## src/rtl/cpu_config.svh

```systemverilog
`ifndef CPU_CONFIG_SVH
`define CPU_CONFIG_SVH

`define CPU_WORD_W   16
`define CPU_REG_N    4
`define CPU_RESET_PC 16'h0000

// opcode field in bits 15:12
`define OP_BNE   4'd0
`define OP_BEQ   4'd1
`define OP_ADI   4'd4
`define OP_LHI   4'd6
`define OP_LWD   4'd7
`define OP_SWD   4'd8
`define OP_JMP   4'd9
`define OP_RTYPE 4'd15

// func field of R-type in bits 5:0
`define FN_ADD   6'd0
`define FN_SUB   6'd1
`define FN_AND   6'd2
`define FN_ORR   6'd3
`define FN_WWD   6'd28
`define FN_HLT   6'd29

// next pc select
`define PC_SEL_SEQ 2'd0
`define PC_SEL_BR  2'd1
`define PC_SEL_JMP 2'd2

`endif

```

## src/rtl/cpu_pkg.sv

```systemverilog
`default_nettype none
`include "cpu_config.svh"

package cpu_pkg;

    typedef logic [`CPU_WORD_W-1:0]        word_t;
    typedef logic [$clog2(`CPU_REG_N)-1:0] reg_idx_t;
    typedef logic [3:0]                    opcode_t;
    typedef logic [5:0]                    func_t;

    // first four follow the R-type func codes
    typedef enum logic [2:0] {
        ALU_ADD = 3'd0,
        ALU_SUB = 3'd1,
        ALU_AND = 3'd2,
        ALU_ORR = 3'd3,
        ALU_LHI = 3'd4
    } alu_op_e;

    typedef enum logic {
        WB_IDLE,
        WB_WAIT
    } wb_state_e;

    typedef struct packed {
        alu_op_e alu_op;
        logic    alu_src_imm;
        logic    mem_read;
        logic    mem_write;
        logic    reg_write;
        logic    mem_to_reg;
        logic    is_wwd;
        logic    is_hlt;
        logic    valid;       // 0 for a bubble
    } ctrl_t;

    typedef struct packed {
        ctrl_t    ctrl;
        word_t    rs_val;
        word_t    rt_val;
        word_t    imm;
        reg_idx_t dst;
    } id_ex_t;

    typedef struct packed {
        ctrl_t    ctrl;
        word_t    alu_res;
        word_t    store_val;
        word_t    rs_val;
        reg_idx_t dst;
    } ex_mem_t;

    typedef struct packed {
        ctrl_t    ctrl;
        word_t    wb_val;
        word_t    rs_val;
        reg_idx_t dst;
    } mem_wb_t;

endpackage

`default_nettype wire

```

## src/rtl/cpu_core.sv

```systemverilog
`timescale 1ns/1ps
`default_nettype none

module cpu_core (
    input  wire                 clk,
    input  wire                 rst_n,
    input  wire cpu_pkg::word_t imem_data,
    input  wire cpu_pkg::word_t wb_dat_i,
    input  wire                 wb_ack,
    output cpu_pkg::word_t      imem_addr,
    output logic                wb_cyc,
    output logic                wb_stb,
    output logic                wb_we,
    output cpu_pkg::word_t      wb_adr,
    output cpu_pkg::word_t      wb_dat_o,
    output cpu_pkg::word_t      output_port,
    output logic                output_valid,
    output cpu_pkg::word_t      num_inst,
    output logic                is_halted
);

    cpu_pkg::word_t    if_id_pc;
    cpu_pkg::word_t    if_id_instr;
    logic              if_id_valid;
    cpu_pkg::ctrl_t    ctrl_id;
    cpu_pkg::reg_idx_t dst_id;
    logic              stall_id;
    logic              freeze;
    logic [1:0]        pc_sel;
    logic              branch_taken;
    cpu_pkg::word_t    branch_target;
    cpu_pkg::word_t    jump_target;
    cpu_pkg::id_ex_t   id_ex;
    cpu_pkg::ex_mem_t  ex_mem;
    logic              mem_busy;
    cpu_pkg::reg_idx_t wb_dst;
    cpu_pkg::word_t    wb_val;
    logic              wb_en;

    pipe_control u_pipe_control (
        .clk          (clk),
        .rst_n        (rst_n),
        .instr        (if_id_instr),
        .instr_valid  (if_id_valid),
        .id_ex_ctrl   (id_ex.ctrl),
        .id_ex_dst    (id_ex.dst),
        .ex_mem_ctrl  (ex_mem.ctrl),
        .ex_mem_dst   (ex_mem.dst),
        .branch_taken (branch_taken),
        .mem_busy     (mem_busy),
        .halted       (is_halted),
        .ctrl_id      (ctrl_id),
        .dst_id       (dst_id),
        .stall_id     (stall_id),
        .freeze       (freeze),
        .pc_sel       (pc_sel)
    );

    fetch_stage u_fetch (
        .clk           (clk),
        .rst_n         (rst_n),
        .imem_data     (imem_data),
        .stall_id      (stall_id),
        .freeze        (freeze),
        .pc_sel        (pc_sel),
        .branch_target (branch_target),
        .jump_target   (jump_target),
        .imem_addr     (imem_addr),
        .if_id_pc      (if_id_pc),
        .if_id_instr   (if_id_instr),
        .if_id_valid   (if_id_valid)
    );

    decode_stage u_decode (
        .clk           (clk),
        .rst_n         (rst_n),
        .if_id_pc      (if_id_pc),
        .if_id_instr   (if_id_instr),
        .ctrl_id       (ctrl_id),
        .dst_id        (dst_id),
        .stall_id      (stall_id),
        .freeze        (freeze),
        .wb_dst        (wb_dst),
        .wb_val        (wb_val),
        .wb_en         (wb_en),
        .branch_taken  (branch_taken),
        .branch_target (branch_target),
        .jump_target   (jump_target),
        .id_ex         (id_ex)
    );

    execute_stage u_execute (
        .clk    (clk),
        .rst_n  (rst_n),
        .id_ex  (id_ex),
        .freeze (freeze),
        .ex_mem (ex_mem)
    );

    mem_stage u_mem (
        .clk          (clk),
        .rst_n        (rst_n),
        .ex_mem       (ex_mem),
        .wb_dat_i     (wb_dat_i),
        .wb_ack       (wb_ack),
        .wb_cyc       (wb_cyc),
        .wb_stb       (wb_stb),
        .wb_we        (wb_we),
        .wb_adr       (wb_adr),
        .wb_dat_o     (wb_dat_o),
        .mem_busy     (mem_busy),
        .wb_dst       (wb_dst),
        .wb_val       (wb_val),
        .wb_en        (wb_en),
        .output_port  (output_port),
        .output_valid (output_valid),
        .num_inst     (num_inst),
        .is_halted    (is_halted)
    );

endmodule

`default_nettype wire

```

## src/rtl/decode_stage.sv

```systemverilog
`timescale 1ns/1ps
`default_nettype none
`include "cpu_config.svh"

module decode_stage (
    input  wire                    clk,
    input  wire                    rst_n,
    input  wire cpu_pkg::word_t    if_id_pc,
    input  wire cpu_pkg::word_t    if_id_instr,
    input  wire cpu_pkg::ctrl_t    ctrl_id,
    input  wire cpu_pkg::reg_idx_t dst_id,
    input  wire                    stall_id,
    input  wire                    freeze,
    input  wire cpu_pkg::reg_idx_t wb_dst,
    input  wire cpu_pkg::word_t    wb_val,
    input  wire                    wb_en,
    output logic                   branch_taken,
    output cpu_pkg::word_t         branch_target,
    output cpu_pkg::word_t         jump_target,
    output cpu_pkg::id_ex_t        id_ex
);

    cpu_pkg::opcode_t op;
    cpu_pkg::word_t   imm;
    cpu_pkg::word_t   rs_val;
    cpu_pkg::word_t   rt_val;

    reg_file u_reg_file (
        .clk    (clk),
        .rst_n  (rst_n),
        .rs     (if_id_instr[11:10]),
        .rt     (if_id_instr[9:8]),
        .wr_idx (wb_dst),
        .wr_val (wb_val),
        .wr_en  (wb_en),
        .rs_val (rs_val),
        .rt_val (rt_val)
    );

    assign op  = if_id_instr[15:12];
    assign imm = {{(`CPU_WORD_W-8){if_id_instr[7]}}, if_id_instr[7:0]};

    assign branch_target = if_id_pc + 1'b1 + imm;
    assign jump_target   = {if_id_pc[15:12], if_id_instr[11:0]};

    // raw condition that control qualifies with valid and stall
    always_comb begin
        case (op)
            `OP_BEQ: branch_taken = (rs_val == rt_val);
            `OP_BNE: branch_taken = (rs_val != rt_val);
            default: branch_taken = 1'b0;
        endcase
    end

    always_ff @(posedge clk) begin
        if (!rst_n) begin
            id_ex.ctrl <= '0;
        end else if (!freeze) begin
            if (stall_id)
                id_ex.ctrl <= '0;
            else
                id_ex.ctrl <= ctrl_id;
            id_ex.rs_val <= rs_val;
            id_ex.rt_val <= rt_val;
            id_ex.imm    <= imm;
            id_ex.dst    <= dst_id;
        end
    end

endmodule

`default_nettype wire

```

## src/rtl/execute_stage.sv

```systemverilog
`timescale 1ns/1ps
`default_nettype none

module execute_stage (
    input  wire                   clk,
    input  wire                   rst_n,
    input  wire cpu_pkg::id_ex_t  id_ex,
    input  wire                   freeze,
    output cpu_pkg::ex_mem_t      ex_mem
);

    cpu_pkg::word_t opnd_b;
    cpu_pkg::word_t alu_res;

    assign opnd_b = id_ex.ctrl.alu_src_imm ? id_ex.imm : id_ex.rt_val;

    // LWD/SWD address comes out of ALU_ADD
    always_comb begin
        case (id_ex.ctrl.alu_op)
            cpu_pkg::ALU_ADD: alu_res = id_ex.rs_val + opnd_b;
            cpu_pkg::ALU_SUB: alu_res = id_ex.rs_val - opnd_b;
            cpu_pkg::ALU_AND: alu_res = id_ex.rs_val & opnd_b;
            cpu_pkg::ALU_ORR: alu_res = id_ex.rs_val | opnd_b;
            cpu_pkg::ALU_LHI: alu_res = opnd_b << 8;
            default:          alu_res = '0;
        endcase
    end

    always_ff @(posedge clk) begin
        if (!rst_n) begin
            ex_mem.ctrl <= '0;
        end else if (!freeze) begin
            ex_mem.ctrl      <= id_ex.ctrl;
            ex_mem.alu_res   <= alu_res;
            ex_mem.store_val <= id_ex.rt_val;
            ex_mem.rs_val    <= id_ex.rs_val;
            ex_mem.dst       <= id_ex.dst;
        end
    end

endmodule

`default_nettype wire

```

## src/rtl/fetch_stage.sv

```systemverilog
`timescale 1ns/1ps
`default_nettype none
`include "cpu_config.svh"

module fetch_stage (
    input  wire                 clk,
    input  wire                 rst_n,
    input  wire cpu_pkg::word_t imem_data,
    input  wire                 stall_id,
    input  wire                 freeze,
    input  wire [1:0]           pc_sel,
    input  wire cpu_pkg::word_t branch_target,
    input  wire cpu_pkg::word_t jump_target,
    output cpu_pkg::word_t      imem_addr,
    output cpu_pkg::word_t      if_id_pc,
    output cpu_pkg::word_t      if_id_instr,
    output logic                if_id_valid
);

    cpu_pkg::word_t pc;
    cpu_pkg::word_t pc_next;
    logic           redirect;

    assign imem_addr = pc;
    assign redirect  = (pc_sel != `PC_SEL_SEQ);

    always_comb begin
        case (pc_sel)
            `PC_SEL_BR:  pc_next = branch_target;
            `PC_SEL_JMP: pc_next = jump_target;
            default:     pc_next = pc + 1'b1;
        endcase
    end

    always_ff @(posedge clk) begin
        if (!rst_n) begin
            pc          <= `CPU_RESET_PC;
            if_id_valid <= 1'b0;
        end else if (!freeze) begin
            if (redirect) begin
                pc          <= pc_next;
                if_id_valid <= 1'b0;    // wrong-path fetch
            end else if (!stall_id) begin
                pc          <= pc_next;
                if_id_valid <= 1'b1;
            end
        end
    end

    always_ff @(posedge clk) begin
        if (!freeze && !stall_id && !redirect) begin
            if_id_pc    <= pc;
            if_id_instr <= imem_data;
        end
    end

endmodule

`default_nettype wire

```

## src/rtl/mem_stage.sv

```systemverilog
`timescale 1ns/1ps
`default_nettype none

module mem_stage (
    input  wire                   clk,
    input  wire                   rst_n,
    input  wire cpu_pkg::ex_mem_t ex_mem,
    input  wire cpu_pkg::word_t   wb_dat_i,
    input  wire                   wb_ack,
    output logic                  wb_cyc,
    output logic                  wb_stb,
    output logic                  wb_we,
    output cpu_pkg::word_t        wb_adr,
    output cpu_pkg::word_t        wb_dat_o,
    output logic                  mem_busy,
    output cpu_pkg::reg_idx_t     wb_dst,
    output cpu_pkg::word_t        wb_val,
    output logic                  wb_en,
    output cpu_pkg::word_t        output_port,
    output logic                  output_valid,
    output cpu_pkg::word_t        num_inst,
    output logic                  is_halted
);

    cpu_pkg::wb_state_e state;
    cpu_pkg::mem_wb_t   mem_wb;
    logic               mem_req;
    logic               load_wb;

    assign mem_req = ex_mem.ctrl.valid && !is_halted
                  && (ex_mem.ctrl.mem_read || ex_mem.ctrl.mem_write);

    // low in the ack cycle so the pipe moves on
    assign mem_busy = (state == cpu_pkg::WB_IDLE) ? mem_req : !wb_ack;
    assign load_wb  = !is_halted && !mem_busy;

    always_ff @(posedge clk) begin
        if (!rst_n) begin
            state  <= cpu_pkg::WB_IDLE;
            wb_cyc <= 1'b0;
            wb_stb <= 1'b0;
        end else begin
            case (state)
                cpu_pkg::WB_IDLE: begin
                    if (mem_req) begin
                        state  <= cpu_pkg::WB_WAIT;
                        wb_cyc <= 1'b1;
                        wb_stb <= 1'b1;
                    end
                end
                cpu_pkg::WB_WAIT: begin
                    if (wb_ack) begin
                        state  <= cpu_pkg::WB_IDLE;
                        wb_cyc <= 1'b0;
                        wb_stb <= 1'b0;
                    end
                end
                default: state <= cpu_pkg::WB_IDLE;
            endcase
        end
    end

    // held for the whole transfer
    always_ff @(posedge clk) begin
        if (state == cpu_pkg::WB_IDLE && mem_req) begin
            wb_we    <= ex_mem.ctrl.mem_write;
            wb_adr   <= ex_mem.alu_res;
            wb_dat_o <= ex_mem.store_val;
        end
    end

    always_ff @(posedge clk) begin
        if (!rst_n) begin
            mem_wb.ctrl <= '0;
            num_inst    <= '0;
            is_halted   <= 1'b0;
        end else begin
            if (load_wb)
                mem_wb.ctrl <= ex_mem.ctrl;
            else
                mem_wb.ctrl <= '0;      // bubble while waiting
            if (load_wb && ex_mem.ctrl.valid) begin
                num_inst <= num_inst + 1'b1;
                if (ex_mem.ctrl.is_hlt)
                    is_halted <= 1'b1;
            end
        end
    end

    always_ff @(posedge clk) begin
        if (load_wb) begin
            mem_wb.wb_val <= ex_mem.ctrl.mem_to_reg ? wb_dat_i : ex_mem.alu_res;
            mem_wb.rs_val <= ex_mem.rs_val;
            mem_wb.dst    <= ex_mem.dst;
        end
    end

    assign wb_en  = mem_wb.ctrl.valid && mem_wb.ctrl.reg_write;
    assign wb_dst = mem_wb.dst;
    assign wb_val = mem_wb.wb_val;

    assign output_port  = mem_wb.rs_val;
    assign output_valid = mem_wb.ctrl.valid && mem_wb.ctrl.is_wwd;

endmodule

`default_nettype wire

```

## src/rtl/pipe_control.sv

```systemverilog
`timescale 1ns/1ps
`default_nettype none
`include "cpu_config.svh"

module pipe_control (
    input  wire                    clk,
    input  wire                    rst_n,
    input  wire cpu_pkg::word_t    instr,
    input  wire                    instr_valid,
    input  wire cpu_pkg::ctrl_t    id_ex_ctrl,
    input  wire cpu_pkg::reg_idx_t id_ex_dst,
    input  wire cpu_pkg::ctrl_t    ex_mem_ctrl,
    input  wire cpu_pkg::reg_idx_t ex_mem_dst,
    input  wire                    branch_taken,
    input  wire                    mem_busy,
    input  wire                    halted,
    output cpu_pkg::ctrl_t         ctrl_id,
    output cpu_pkg::reg_idx_t      dst_id,
    output logic                   stall_id,
    output logic                   freeze,
    output logic [1:0]             pc_sel
);

    cpu_pkg::opcode_t  op;
    cpu_pkg::func_t    func;
    cpu_pkg::reg_idx_t rs;
    cpu_pkg::reg_idx_t rt;
    logic              use_rs;
    logic              use_rt;
    logic              legal;
    logic              is_jmp;
    logic              rs_busy;
    logic              rt_busy;
    logic              hlt_seen;    // HLT has left decode

    assign op   = instr[15:12];
    assign func = instr[5:0];
    assign rs   = instr[11:10];
    assign rt   = instr[9:8];

    always_comb begin
        ctrl_id        = '0;
        ctrl_id.alu_op = cpu_pkg::ALU_ADD;
        dst_id         = rt;
        use_rs         = 1'b1;
        use_rt         = 1'b0;
        legal          = 1'b1;
        is_jmp         = 1'b0;
        case (op)
            `OP_RTYPE: begin
                dst_id = instr[7:6];
                case (func)
                    `FN_ADD, `FN_SUB, `FN_AND, `FN_ORR: begin
                        ctrl_id.alu_op    = cpu_pkg::alu_op_e'(func[2:0]);
                        ctrl_id.reg_write = 1'b1;
                        use_rt            = 1'b1;
                    end
                    `FN_WWD: ctrl_id.is_wwd = 1'b1;
                    `FN_HLT: begin
                        ctrl_id.is_hlt = 1'b1;
                        use_rs         = 1'b0;
                    end
                    default: legal = 1'b0;
                endcase
            end
            `OP_ADI: begin
                ctrl_id.alu_src_imm = 1'b1;
                ctrl_id.reg_write   = 1'b1;
            end
            `OP_LHI: begin
                ctrl_id.alu_op      = cpu_pkg::ALU_LHI;
                ctrl_id.alu_src_imm = 1'b1;
                ctrl_id.reg_write   = 1'b1;
                use_rs              = 1'b0;
            end
            `OP_LWD: begin
                ctrl_id.alu_src_imm = 1'b1;
                ctrl_id.mem_read    = 1'b1;
                ctrl_id.reg_write   = 1'b1;
                ctrl_id.mem_to_reg  = 1'b1;
            end
            `OP_SWD: begin
                ctrl_id.alu_src_imm = 1'b1;
                ctrl_id.mem_write   = 1'b1;
                use_rt              = 1'b1;
            end
            `OP_BEQ, `OP_BNE: use_rt = 1'b1;
            `OP_JMP: begin
                is_jmp = 1'b1;
                use_rs = 1'b0;
            end
            default: legal = 1'b0;
        endcase
        ctrl_id.valid = instr_valid && legal && !hlt_seen;
    end

    // no forwarding so wait until the writer sits in MEM/WB
    assign rs_busy = (id_ex_ctrl.valid && id_ex_ctrl.reg_write && id_ex_dst == rs)
                  || (ex_mem_ctrl.valid && ex_mem_ctrl.reg_write && ex_mem_dst == rs);
    assign rt_busy = (id_ex_ctrl.valid && id_ex_ctrl.reg_write && id_ex_dst == rt)
                  || (ex_mem_ctrl.valid && ex_mem_ctrl.reg_write && ex_mem_dst == rt);
    assign stall_id = ctrl_id.valid && ((use_rs && rs_busy) || (use_rt && rt_busy));

    assign freeze = mem_busy || halted;

    always_comb begin
        pc_sel = `PC_SEL_SEQ;
        if (ctrl_id.valid && !stall_id) begin
            if (is_jmp)
                pc_sel = `PC_SEL_JMP;
            else if (branch_taken)
                pc_sel = `PC_SEL_BR;
        end
    end

    // anything fetched behind HLT drains as bubbles
    always_ff @(posedge clk) begin
        if (!rst_n)
            hlt_seen <= 1'b0;
        else if (ctrl_id.valid && ctrl_id.is_hlt && !freeze)
            hlt_seen <= 1'b1;
    end

endmodule

`default_nettype wire

```

## src/rtl/reg_file.sv

```systemverilog
`timescale 1ns/1ps
`default_nettype none
`include "cpu_config.svh"

module reg_file (
    input  wire                    clk,
    input  wire                    rst_n,
    input  wire cpu_pkg::reg_idx_t rs,
    input  wire cpu_pkg::reg_idx_t rt,
    input  wire cpu_pkg::reg_idx_t wr_idx,
    input  wire cpu_pkg::word_t    wr_val,
    input  wire                    wr_en,
    output cpu_pkg::word_t         rs_val,
    output cpu_pkg::word_t         rt_val
);

    cpu_pkg::word_t regs [`CPU_REG_N];

    always_ff @(posedge clk) begin
        if (!rst_n) begin
            for (int i = 0; i < `CPU_REG_N; i++)
                regs[i] <= '0;
        end else if (wr_en) begin
            regs[wr_idx] <= wr_val;
        end
    end

    // writeback in this cycle is visible to decode
    assign rs_val = (wr_en && wr_idx == rs) ? wr_val : regs[rs];
    assign rt_val = (wr_en && wr_idx == rt) ? wr_val : regs[rt];

endmodule

`default_nettype wire

```

## config.mk

```make
export PLATFORM = sky130hd
export DESIGN_NAME = cpu_core
export DESIGN_NICKNAME = d
export VERILOG_FILES = /design/src/rtl/cpu_pkg.sv /design/src/rtl/cpu_core.sv /design/src/rtl/decode_stage.sv /design/src/rtl/execute_stage.sv /design/src/rtl/fetch_stage.sv /design/src/rtl/mem_stage.sv /design/src/rtl/pipe_control.sv /design/src/rtl/reg_file.sv
export VERILOG_INCLUDE_DIRS = /design/src /design/src/rtl
export SDC_FILE = /design/constraint.sdc
export NUM_CORES = 1
export LEC_CHECK = 0
export ABC_AREA = 1
export BUFFER_PORTS_ARGS = -buffer_cell sky130_fd_sc_hd__buf_4
export CORE_ASPECT_RATIO = 0.75
export CORE_MARGIN = 3
export CORE_UTILIZATION = 25
export DETAILED_ROUTE_END_ITERATION = 16
export PLACE_DENSITY = 0.39
export SYNTH_ARGS = -nofsm -noshare
export SYNTH_HDL_FRONTEND = slang
export SYNTH_HIERARCHICAL = 1
export SYNTH_SLANG_ARGS = --single-unit
```

## constraint.sdc

```tcl
create_clock -name clk -period 4.58 [get_ports clk]
set_input_delay 0.916 -clock clk [delete_from_list [all_inputs] [get_ports clk]]
set_output_delay 0.916 -clock clk [all_outputs]
set_load 0.05 [all_outputs]
```

Word-level counts from Yosys, hierarchy flattened
Memory sizes are Yosys's and may differ from the RTL's. A register that Yosys moved wholly into a read port is not among the register bits.
Index checks and enable logic that the tools add are counted.
{"block": "classes", "bitwise": 4, "n_eq_ne": 29, "mux": 48, "addsub": 6, "n_reduce_logical": 54}
{"operator": "16-bit two-way mux", "count": 7}
{"operator": "16-bit case mux with 5 select lines", "count": 1}
{"operator": "16-bit by 1-bit adder with 16-bit output (second input constant)", "count": 3}
{"operator": "16-bit adder", "count": 2}
{"operator": "16-bit case mux with 2 select lines", "count": 1}
{"operator": "1-bit logical AND", "count": 25}
{"operator": "1-bit two-way mux", "count": 22}
{"operator": "16-bit bitwise AND", "count": 1}
{"operator": "16-bit == test", "count": 1}
{"operator": "16-bit inequality test", "count": 1}
{"operator": "16-bit OR", "count": 1}
{"operator": "16-bit OR reduction", "count": 1}
{"operator": "16-bit subtractor", "count": 1}
{"operator": "2-bit two-way mux", "count": 7}
{"operator": "1-bit case mux with 2 select lines", "count": 7}
{"operator": "2-bit == test", "count": 6}
{"operator": "4-bit by 3-bit == test with 1-bit output (second input constant)", "count": 3}
{"operator": "4-bit == test (second input constant)", "count": 3}
{"operator": "6-bit by 2-bit == test with 1-bit output (second input constant)", "count": 2}
{"operator": "6-bit by 5-bit == test with 1-bit output (second input constant)", "count": 2}
{"operator": "11-bit two-way mux", "count": 1}
{"operator": "2-bit AND reduction", "count": 5}
{"operator": "4-bit OR reduction", "count": 2}
{"operator": "1-bit zero test", "count": 7}
{"operator": "other kinds (21)", "count": 29}
{"block": "word_totals", "in_bits": 35, "mem_bits_rw": 64, "reg_bits": 249, "mem_count": 1, "output_inout_bits": 85, "wordCells": 184}
{"name": "u_decode.u_reg_file.regs", "words": 4, "word_bits": 16, "rd": 2, "rd_clocked_by_memory_dff": 2, "wr": 4, "line": "reg_file.sv:17", "text": "cpu_pkg::word_t regs [`CPU_REG_N];"}

Longest topological paths before layout
Gate-level depths: netlist of the first run.
{"block": "logic_depth", "depth_word": 14, "depth_mapped": 29, "mapped_depth_nobuf": 26}

Modules after synthesis
The synthesis of the first run kept the hierarchy.
{"mod": "reg_file", "seq_area_each_um2": 1921.8, "cells_each": 597, "area_each_um2": 4185.3, "n_inst": 1}
{"mod": "execute_stage", "seq_area_each_um2": 1721.7, "cells_each": 464, "area_each_um2": 3857.4, "n_inst": 1}
{"mod": "mem_stage", "seq_area_each_um2": 2452.4, "cells_each": 279, "area_each_um2": 3562.2, "n_inst": 1}
{"mod": "decode_stage", "seq_area_each_um2": 1481.4, "cells_each": 390, "area_each_um2": 3116.7, "n_inst": 1}
{"mod": "fetch_stage", "seq_area_each_um2": 1301.2, "cells_each": 229, "area_each_um2": 2240.9, "n_inst": 1}
{"mod": "pipe_control", "seq_area_each_um2": 20.0, "cells_each": 105, "area_each_um2": 521.8, "n_inst": 1}

Least setup slack after synthesis of the first run
No wires, ideal clock.
{"block": "synth_timing", "path_type": "input -> register", "startpoint": "in wb_ack", "endpoint": "reg, netlist name u_execute/ex_mem[0]", "path_buffers": 1, "required_ps": 4122, "setup_time_ps": 458, "arrival_ps": 3798, "setup_slack_ps": 324, "cell_stages": 6, "path_cell_list": "inv_1 > nand2_1 > nand2_1 > or2_2 > clkbuf_1 > nor2_1"}
{"block": "synth_between", "elab_chain_cells": 5}
{"element": "start: declaration", "line": "cpu_core.sv:9", "text": "input wire wb_ack,"}
{"element": "1-bit zero test", "line": "mem_stage.sv:34", "text": "assign mem_busy = (state == cpu_pkg::WB_IDLE) ? mem_req : !wb_ack;"}
{"element": "1-bit two-way mux", "line": "mem_stage.sv:34"}
{"element": "via mem_busy", "line": "cpu_core.sv:35", "text": "logic mem_busy;"}
{"element": "1-bit logical OR", "line": "pipe_control.sv:104", "text": "assign freeze = mem_busy || halted;"}
{"element": "via freeze", "line": "cpu_core.sv:28", "text": "logic freeze;"}
{"element": "1-bit NOT (no line)"}
{"element": "2-bit AND reduction (no line)"}
The timed path passes the listed nets, and every way through them passes these cells.
A chain may end at the register's enable or synchronous reset.

Worst setup path in the final report of the first run
{"block": "layout_timing", "startpoint": "reg u_fetch.if_id_instr[11]", "endpoint": "reg u_fetch.pc[0] (netlist: u_fetch/imem_addr[0])"}
{"block": "layout_between", "elab_cells_between_ends": 27, "cone_classes": "eq/ne: 8; mux: 8; reduce/logical: 11"}
{"element": "start: declaration", "line": "fetch_stage.sv:16", "text": "output cpu_pkg::word_t if_id_instr,"}
{"element": "start signal: assignment", "line": "fetch_stage.sv:53", "text": "if_id_instr <= imem_data;"}
{"element": "2-bit == test *", "line": "reg_file.sv:29", "text": "assign rs_val = (wr_en && wr_idx == rs) ? wr_val : regs[rs];"}
{"element": "1-bit logical AND *", "line": "reg_file.sv:29"}
{"element": "16-bit two-way mux *", "line": "reg_file.sv:29"}
{"element": "via u_decode.rs_val[12]", "line": "decode_stage.sv:25", "text": "cpu_pkg::word_t rs_val;"}
{"element": "16-bit inequality test / 16-bit == test (equally long branches)", "line": "decode_stage.sv:50, decode_stage.sv:49"}
{"element": "1-bit case mux with 2 select lines *", "line": "decode_stage.sv:48", "text": "case (op)"}
{"element": "via branch_taken", "line": "cpu_core.sv:30", "text": "logic branch_taken;"}
{"element": "1-bit two-way mux *", "line": "pipe_control.sv:111", "text": "else if (branch_taken)"}
{"element": "2-bit two-way mux *", "line": "pipe_control.sv:109", "text": "if (is_jmp)"}
{"element": "2-bit two-way mux *", "line": "pipe_control.sv:108", "text": "if (ctrl_id.valid && !stall_id) begin"}
{"element": "via pc_sel[0]", "line": "cpu_core.sv:29", "text": "logic [1:0] pc_sel;"}
{"element": "2-bit == test / 2-bit by 1-bit == test with 1-bit output (equally long branches)", "line": "fetch_stage.sv:28", "text": "case (pc_sel)"}
{"element": "16-bit case mux with 2 select lines", "line": "fetch_stage.sv:28"}
{"element": "16-bit two-way mux", "line": "fetch_stage.sv:43", "text": "end else if (!stall_id) begin"}
{"element": "16-bit two-way mux", "line": "fetch_stage.sv:40", "text": "if (redirect) begin"}
{"element": "end signal: assignment", "line": "fetch_stage.sv:37", "text": "pc <= `CPU_RESET_PC;"}
{"element": "end signal: assignment", "line": "fetch_stage.sv:41", "text": "pc <= pc_next;"}
{"element": "end signal: assignment", "line": "fetch_stage.sv:44", "text": "pc <= pc_next;"}
{"element": "end: declaration", "line": "fetch_stage.sv:20", "text": "cpu_pkg::word_t pc;"}
Mark *: on every way through the listed nets, which the timed path passes. The rest lies on a longest branch. The select of a mux whose other input is x is not followed.

==> results of run 1 <==
==> metal layers <==
metal | share of wire (%) | GRT usage, %
met4 | 1.6 | 3.00
met1 | 52 | 21.4
met3 | 5.1 | 2.21
met2 | 41 | 20.5
met5 | 0 | 0
==> state kept, by name, indices dropped and copies added (netlist names), 2 cells and up <==
register                  count
u_mem/output_port            16
u_fetch/imem_addr            16
u_fetch/if_id_instr          16
u_mem/wb_dat_o               16
u_fetch/if_id_pc             16
u_execute/ex_mem             57
u_decode/u_reg_file/regs     64
u_mem/wb_dst                  2
u_mem/mem_wb                  3
u_decode/id_ex               53
u_mem/wb_adr                 16
u_mem/wb_val                 16
u_mem/num_inst               16
==> report_power, final <==
part           total (mW)  switching (mW)  internal, mW
Sequential           3.47           0.174          3.30
Combinational        1.06           0.719         0.342
Clock                3.10            1.22          1.89
==> area by class of cell <==
| cell class | count | area, um^2 | area share [%] |
|---|---|---|---|
| repair buffers | 149 | 1140 | 5.67 |
| clock inverters | 19 | 295 | 1.46 |
| flip-flops and latches | 313 | 8820 | 43.7 |
| clock buffers | 45 | 956 | 4.74 |
| inverters | 289 | 1090 | 5.42 |
| multi-input cells | 1329 | 6710 | 33.2 |
| well taps | 935 | 1170 | 5.80 |
==> path summary, 6_finish.rpt <==
kind | from | end | slack, ns
worst max register to register | u_fetch/if_id_instr[11] | u_fetch/imem_addr[0] | 0.52
worst min-delay path | u_execute/ex_mem[5] | u_mem/output_port[3] | 0.40
worst max-delay path | u_fetch/if_id_instr[11] | u_fetch/imem_addr[0] | 0.52
worst min register to register | u_execute/ex_mem[5] | u_mem/output_port[3] | 0.40
==> metrics by stage <==
step / cell area, um^2 / util, % / cells / total power, mW
floorplan: 17400 / - / 2051 / 4.25
global placement: 18900 / 27.6 / 3015 / 4.60
detailed placement: 18900 / 27.6 / 3015 / 4.60
CTS: 20200 / 29.4 / 3079 / 7.76
global route: 20200 / 29.4 / 3079 / 8.03
finish: 20200 / 29.4 / 3079 / 7.64
==> out/qor.csv, run 1 <==
metric,value,unit
drive_above_1_share,15.3,%
grtUsageTotal,14.0,%
grt_max_degree,49,
cts_buffers,37,
placementRows,83,
preCtsSetupSlack,0.584,ns
setup_viol,0,
io_buffer_count,119,
vias,13500,
antennaDiodeCount,0,
hp-class,reg -> reg,
drtIter0Drc,1130,
r2r_cells,22,
worst-path-max-fanout,17,
holdPathStages,0,
cts_tree,built,
drv.max_cap_violation_count,0,
htreeDepth,2,
dpl.hpwl,37.4,mm
avgSynthCellArea,8.46,um^2
worstMarginPinSlew,1.44,ns
clock-root-buffer,clkbuf_16,
synth_nets,2126,
ctsResizeCount,0,
io_pins,120,
relSlewSlack,3.56,%
fin_crit,4.06,ns
cp.depth,22,
layout_common_cells,"nand2_1, inv_1, edfxtp_1",
cpPeakStageDelay,0.64,ns
clockBufferDepth,3,
postCtsSetupBuffers,0,
fillCellCount,7267,
yosys_warnings,6,
first_pass_iters,7,
status,"complete, no violations",
clkSinkCount,313,
critPathBufInv,3,
dieArea,72700,um^2
finClkSkew,0.0414,ns
ant_nets,0,
powerDensity,378,nW/um^2
netlist_area,17400,um^2
worstPathCellList,nand2_1 -> nand2_2 -> nand3_4 -> nand2_1 -> nand2_1 -> nor2_1 -> nor2_1 -> nor2_1 -> nand2_1 -> nor2_1 -> nand3_1 -> nand2_1 -> nand2_1 -> nor3_2 -> inv_1 -> ha_1 -> a21oi_4 -> inv_1 -> a21oi_1 -> nand2_1 -> o211ai_1 -> inv_1,
cts_hold_buf,0,
overflow,0,
gp_congestion,0.862,
antenna_found_initial,1,
mostFrequentLayoutCell,nand2_1,
clk_latency,0.57,ns
synthCells,2051,
drc,0,
required,5.01,ns
initial_utilization,25.3,%
routed_via_density,4.38,
totalWireLength,51.1,mm
grt_pass1_vias,13000,
p_leak,8.89,nW
max_freq,247,MHz
path_delay_family,simple AND/OR/NAND/NOR gates,
ir_drop,169,uV
crit_path_frequent_cell,nand2_1,
core,68600,um^2
rsz0062_at_grt,no,
timing.hold.ws,0.399,ns
crit_arrival,4.49,ns
critPathSlowestCell,edfxtp_1,
final_max_slew_viol_count,0,
tns,0,ns
cp-start-kind,flop,
endpoint_kind,flop,
worst_slack,0.525,ns
die_h,234,um
period_share,88.5,%
nNetsFinal,2194,
areaGrowthSynthToFinish,16.3,%
grt_pass1_wl,78.1,mm
critical_path_class,reg -> reg,
path_clk_slew,0.06,ns
final-hold-violation-count,0,
die_w,310,um
wl_per_cell,16.6,um
Power figures use the tool's default switching activity.
==> inputs of run 2 (changes only) <==
--- a/config.mk
+++ b/config.mk
@@ -13,6 +13,7 @@
 export CORE_UTILIZATION = 25
 export DETAILED_ROUTE_END_ITERATION = 16
 export PLACE_DENSITY = 0.39
+export RECOVER_POWER = 100
 export SYNTH_ARGS = -nofsm -noshare
 export SYNTH_HDL_FRONTEND = slang
 export SYNTH_HIERARCHICAL = 1
==> run 2 against run 1 <==
The run now ends with capacitance limit, slew limit left. Global-route usage unchanged. First-iteration DRC count fell by 8.4%. Clock-buffer cell count unchanged. Sequential share of layout area up 1.1 points. Combinational power hardly changed. Clock power barely moved. Critical path depth shrank 14. Critical endpoint is now u_decode/u_reg_file/regs[1][12].
==> out/qor.csv, run 2 (synthesis results as in run 1) <==
metric,value,unit,change
intPower,5.51,mW,-0.38%
crit_arrival,4.53,ns,+0.04 ns
vias,13500,,-0.19%
final-hold-violation-count,0,,unchanged
reg2reg_from,u_mem/mem_wb[34],,
nNetsFinal,2194,,unchanged
die_h,234,um,unchanged
clk_latency,0.57,ns,about the same
placementRows,83,,unchanged
fin_crit,4.26,ns,+0.204 ns
grtUsageTotal,14.0,%,unchanged
path_delay_family,buffers and inverters,,
max_freq,235,MHz,-4.8%
cpPeakStageDelay,1.39,ns,+0.75 ns
violations,"capacitance limit, slew limit",,
cts_buffers,37,,unchanged
drc,0,,unchanged
layout_common_cells,"nand2_1, inv_1, edfxtp_1",,
swShare,27.6,%,about the same
worstPathCellList,buf_4 -> nand2_2 -> clkbuf_1 -> nor2_1 -> nand2_2 -> clkbuf_1 -> nand2_1 -> buf_4,,
antenna_found_initial,1,,unchanged
comb_power_share,13.6,%,-0.3 points
io_buffer_count,119,,unchanged
top_regs,"u_decode/u_reg_file/regs: 64 flops, u_execute/ex_mem: 57 flops, u_decode/id_ex: 53 flops",,
clockPowerShare,40.8,%,+0.2 points
initial_utilization,25.3,%,unchanged
antennaDiodeCount,0,,unchanged
cts_hold_buf,0,,unchanged
grt_pass1_wl,78.1,mm,unchanged
gp_congestion,0.862,,unchanged
timing.hold.ws,0.401,ns,+0.00207 ns
endpoint_kind,flop,,
tns,0,ns,unchanged
clock-root-buffer,clkbuf_16,,
clkSinkCount,313,,unchanged
cts_tree,built,,
finish.utilization,28.7,%,-0.70 points
htreeDepth,2,,unchanged
die_w,310,um,unchanged
hp-class,reg -> reg,,
critPathBufInv,4,,+1
required,4.85,ns,-0.16 ns
largest_reg_flops,64,,unchanged
areaGrowthSynthToFinish,13.5,%,
regMostFlops,u_decode/u_reg_file/regs,,
io_pins,120,,unchanged
seqPwrFrac,45.6,%,about the same
dieArea,72700,um^2,unchanged
worst-path-max-fanout,33,,+16
grt_pass1_vias,13000,,unchanged
postCtsSetupBuffers,0,,unchanged
ir_drop,169,uV,+0.22%
routed_via_density,4.37,,-0.19%
totalWireLength,51.1,mm,about the same
dpl.hpwl,37.4,mm,unchanged
startpoint,rst_n,,
power,7.61,mW,-0.36%
cp-start-kind,input port,,
wl_per_cell,16.6,um,about the same
relSlewSlack,-65.3,%,-69 points
drtIter0Drc,1035,,-8.4%
powerDensity,386,nW/um^2,+2.1%
final_max_slew_viol_count,134,,+134
fillCellCount,7358,,+1.3%
critPathSlowestCell,clkbuf_1,,
core,68600,um^2,unchanged
ctsResizeCount,0,,unchanged
status,"finished, violations left",,
mostFrequentLayoutCell,nand2_1,,
first_pass_iters,6,,-1
grt_max_degree,49,,unchanged
place_area,18900,um^2,unchanged
rsz0062_at_grt,no,,
period_share,93.0,%,+4.5 points
drive_above_1_share,9.70,%,-5.6 points
finClkSkew,0.0402,ns,-0.00117 ns
overflow,0,,unchanged
worstMarginPinSlew,2.48,ns,+1.04 ns
clockBufferDepth,3,,unchanged
design_area,19700,um^2,-2.4%
ant_nets,0,,unchanged
regToRegSetupSlack,0.39,ns,-0.13 ns
p_leak,8.47,nW,-4.7%
min_from,u_execute/ex_mem[5],,
drv.max_cap_violation_count,4,,+4
critical_path_class,in -> reg,,
path_clk_slew,0.06,ns,about the same
setup_viol,0,,unchanged
power.switching,2.10,mW,-0.32%
[run 2: changes by cell type in the layout (fill, tap and decap cells not counted), sizes merged]
cell / change
buf: -111
clkbuf: +111
[run 2: path summary, 6_finish.rpt]
path	end	cells past startpoint
setup / recovery	u_decode/u_reg_file/regs[1][12]	8
hold / removal	u_mem/output_port[3]	0
setup reg to reg	u_decode/u_reg_file/regs[1][12]	9
hold reg to reg	u_mem/output_port[3]	0
[run 2: stage by stage]
| stage | setup slack [ns] | std cells |
|---|---|---|
| after floorplan | 0.334 | 2051 |
| after global placement | 0.570 | 3015 |
| after detailed placement | 0.584 | 3015 |
| after CTS | 0.537 | 3079 |
| after global routing | 0.0728 | 3079 |
| final | 0.321 | 3079 |
[run 2: final cells by class]
cell class              count  area (um^2)  area share [%]
multi-input cells        1329         6620            33.6
flip-flops and latches    313         8820            44.8
clock inverters            19          295            1.50
well taps                 935         1170            5.94
inverters                 289         1090            5.56
clock buffers              45          956            4.85
repair buffers            149          749            3.80
[run 2: worst register-to-register path: cells and delay by family, from the launching register on]
family,cells,cell delay (ns)
simple gates,5,0.84
buf+inv,4,2.77
flops,1,0.30
[run 2: per-layer routing]
metal  share of wire (%)  up-vias  GRT usage [%]
met1                  53     6352           21.4
met5                   0        -              0
met4                 1.6        0           3.00
met2                  41      330           20.5
li1                    -     6724              -
met3                 4.8       59           2.21
[run 2: power by group through the flow]
stage	combinational, mW	sequential, mW	clock, mW
after floorplan	0.822	3.43	0
after global placement	1.05	3.54	0
after detailed placement	1.05	3.54	0
after CTS	1.06	3.48	3.22
after global routing	1.17	3.50	3.33
final	1.03	3.47	3.10
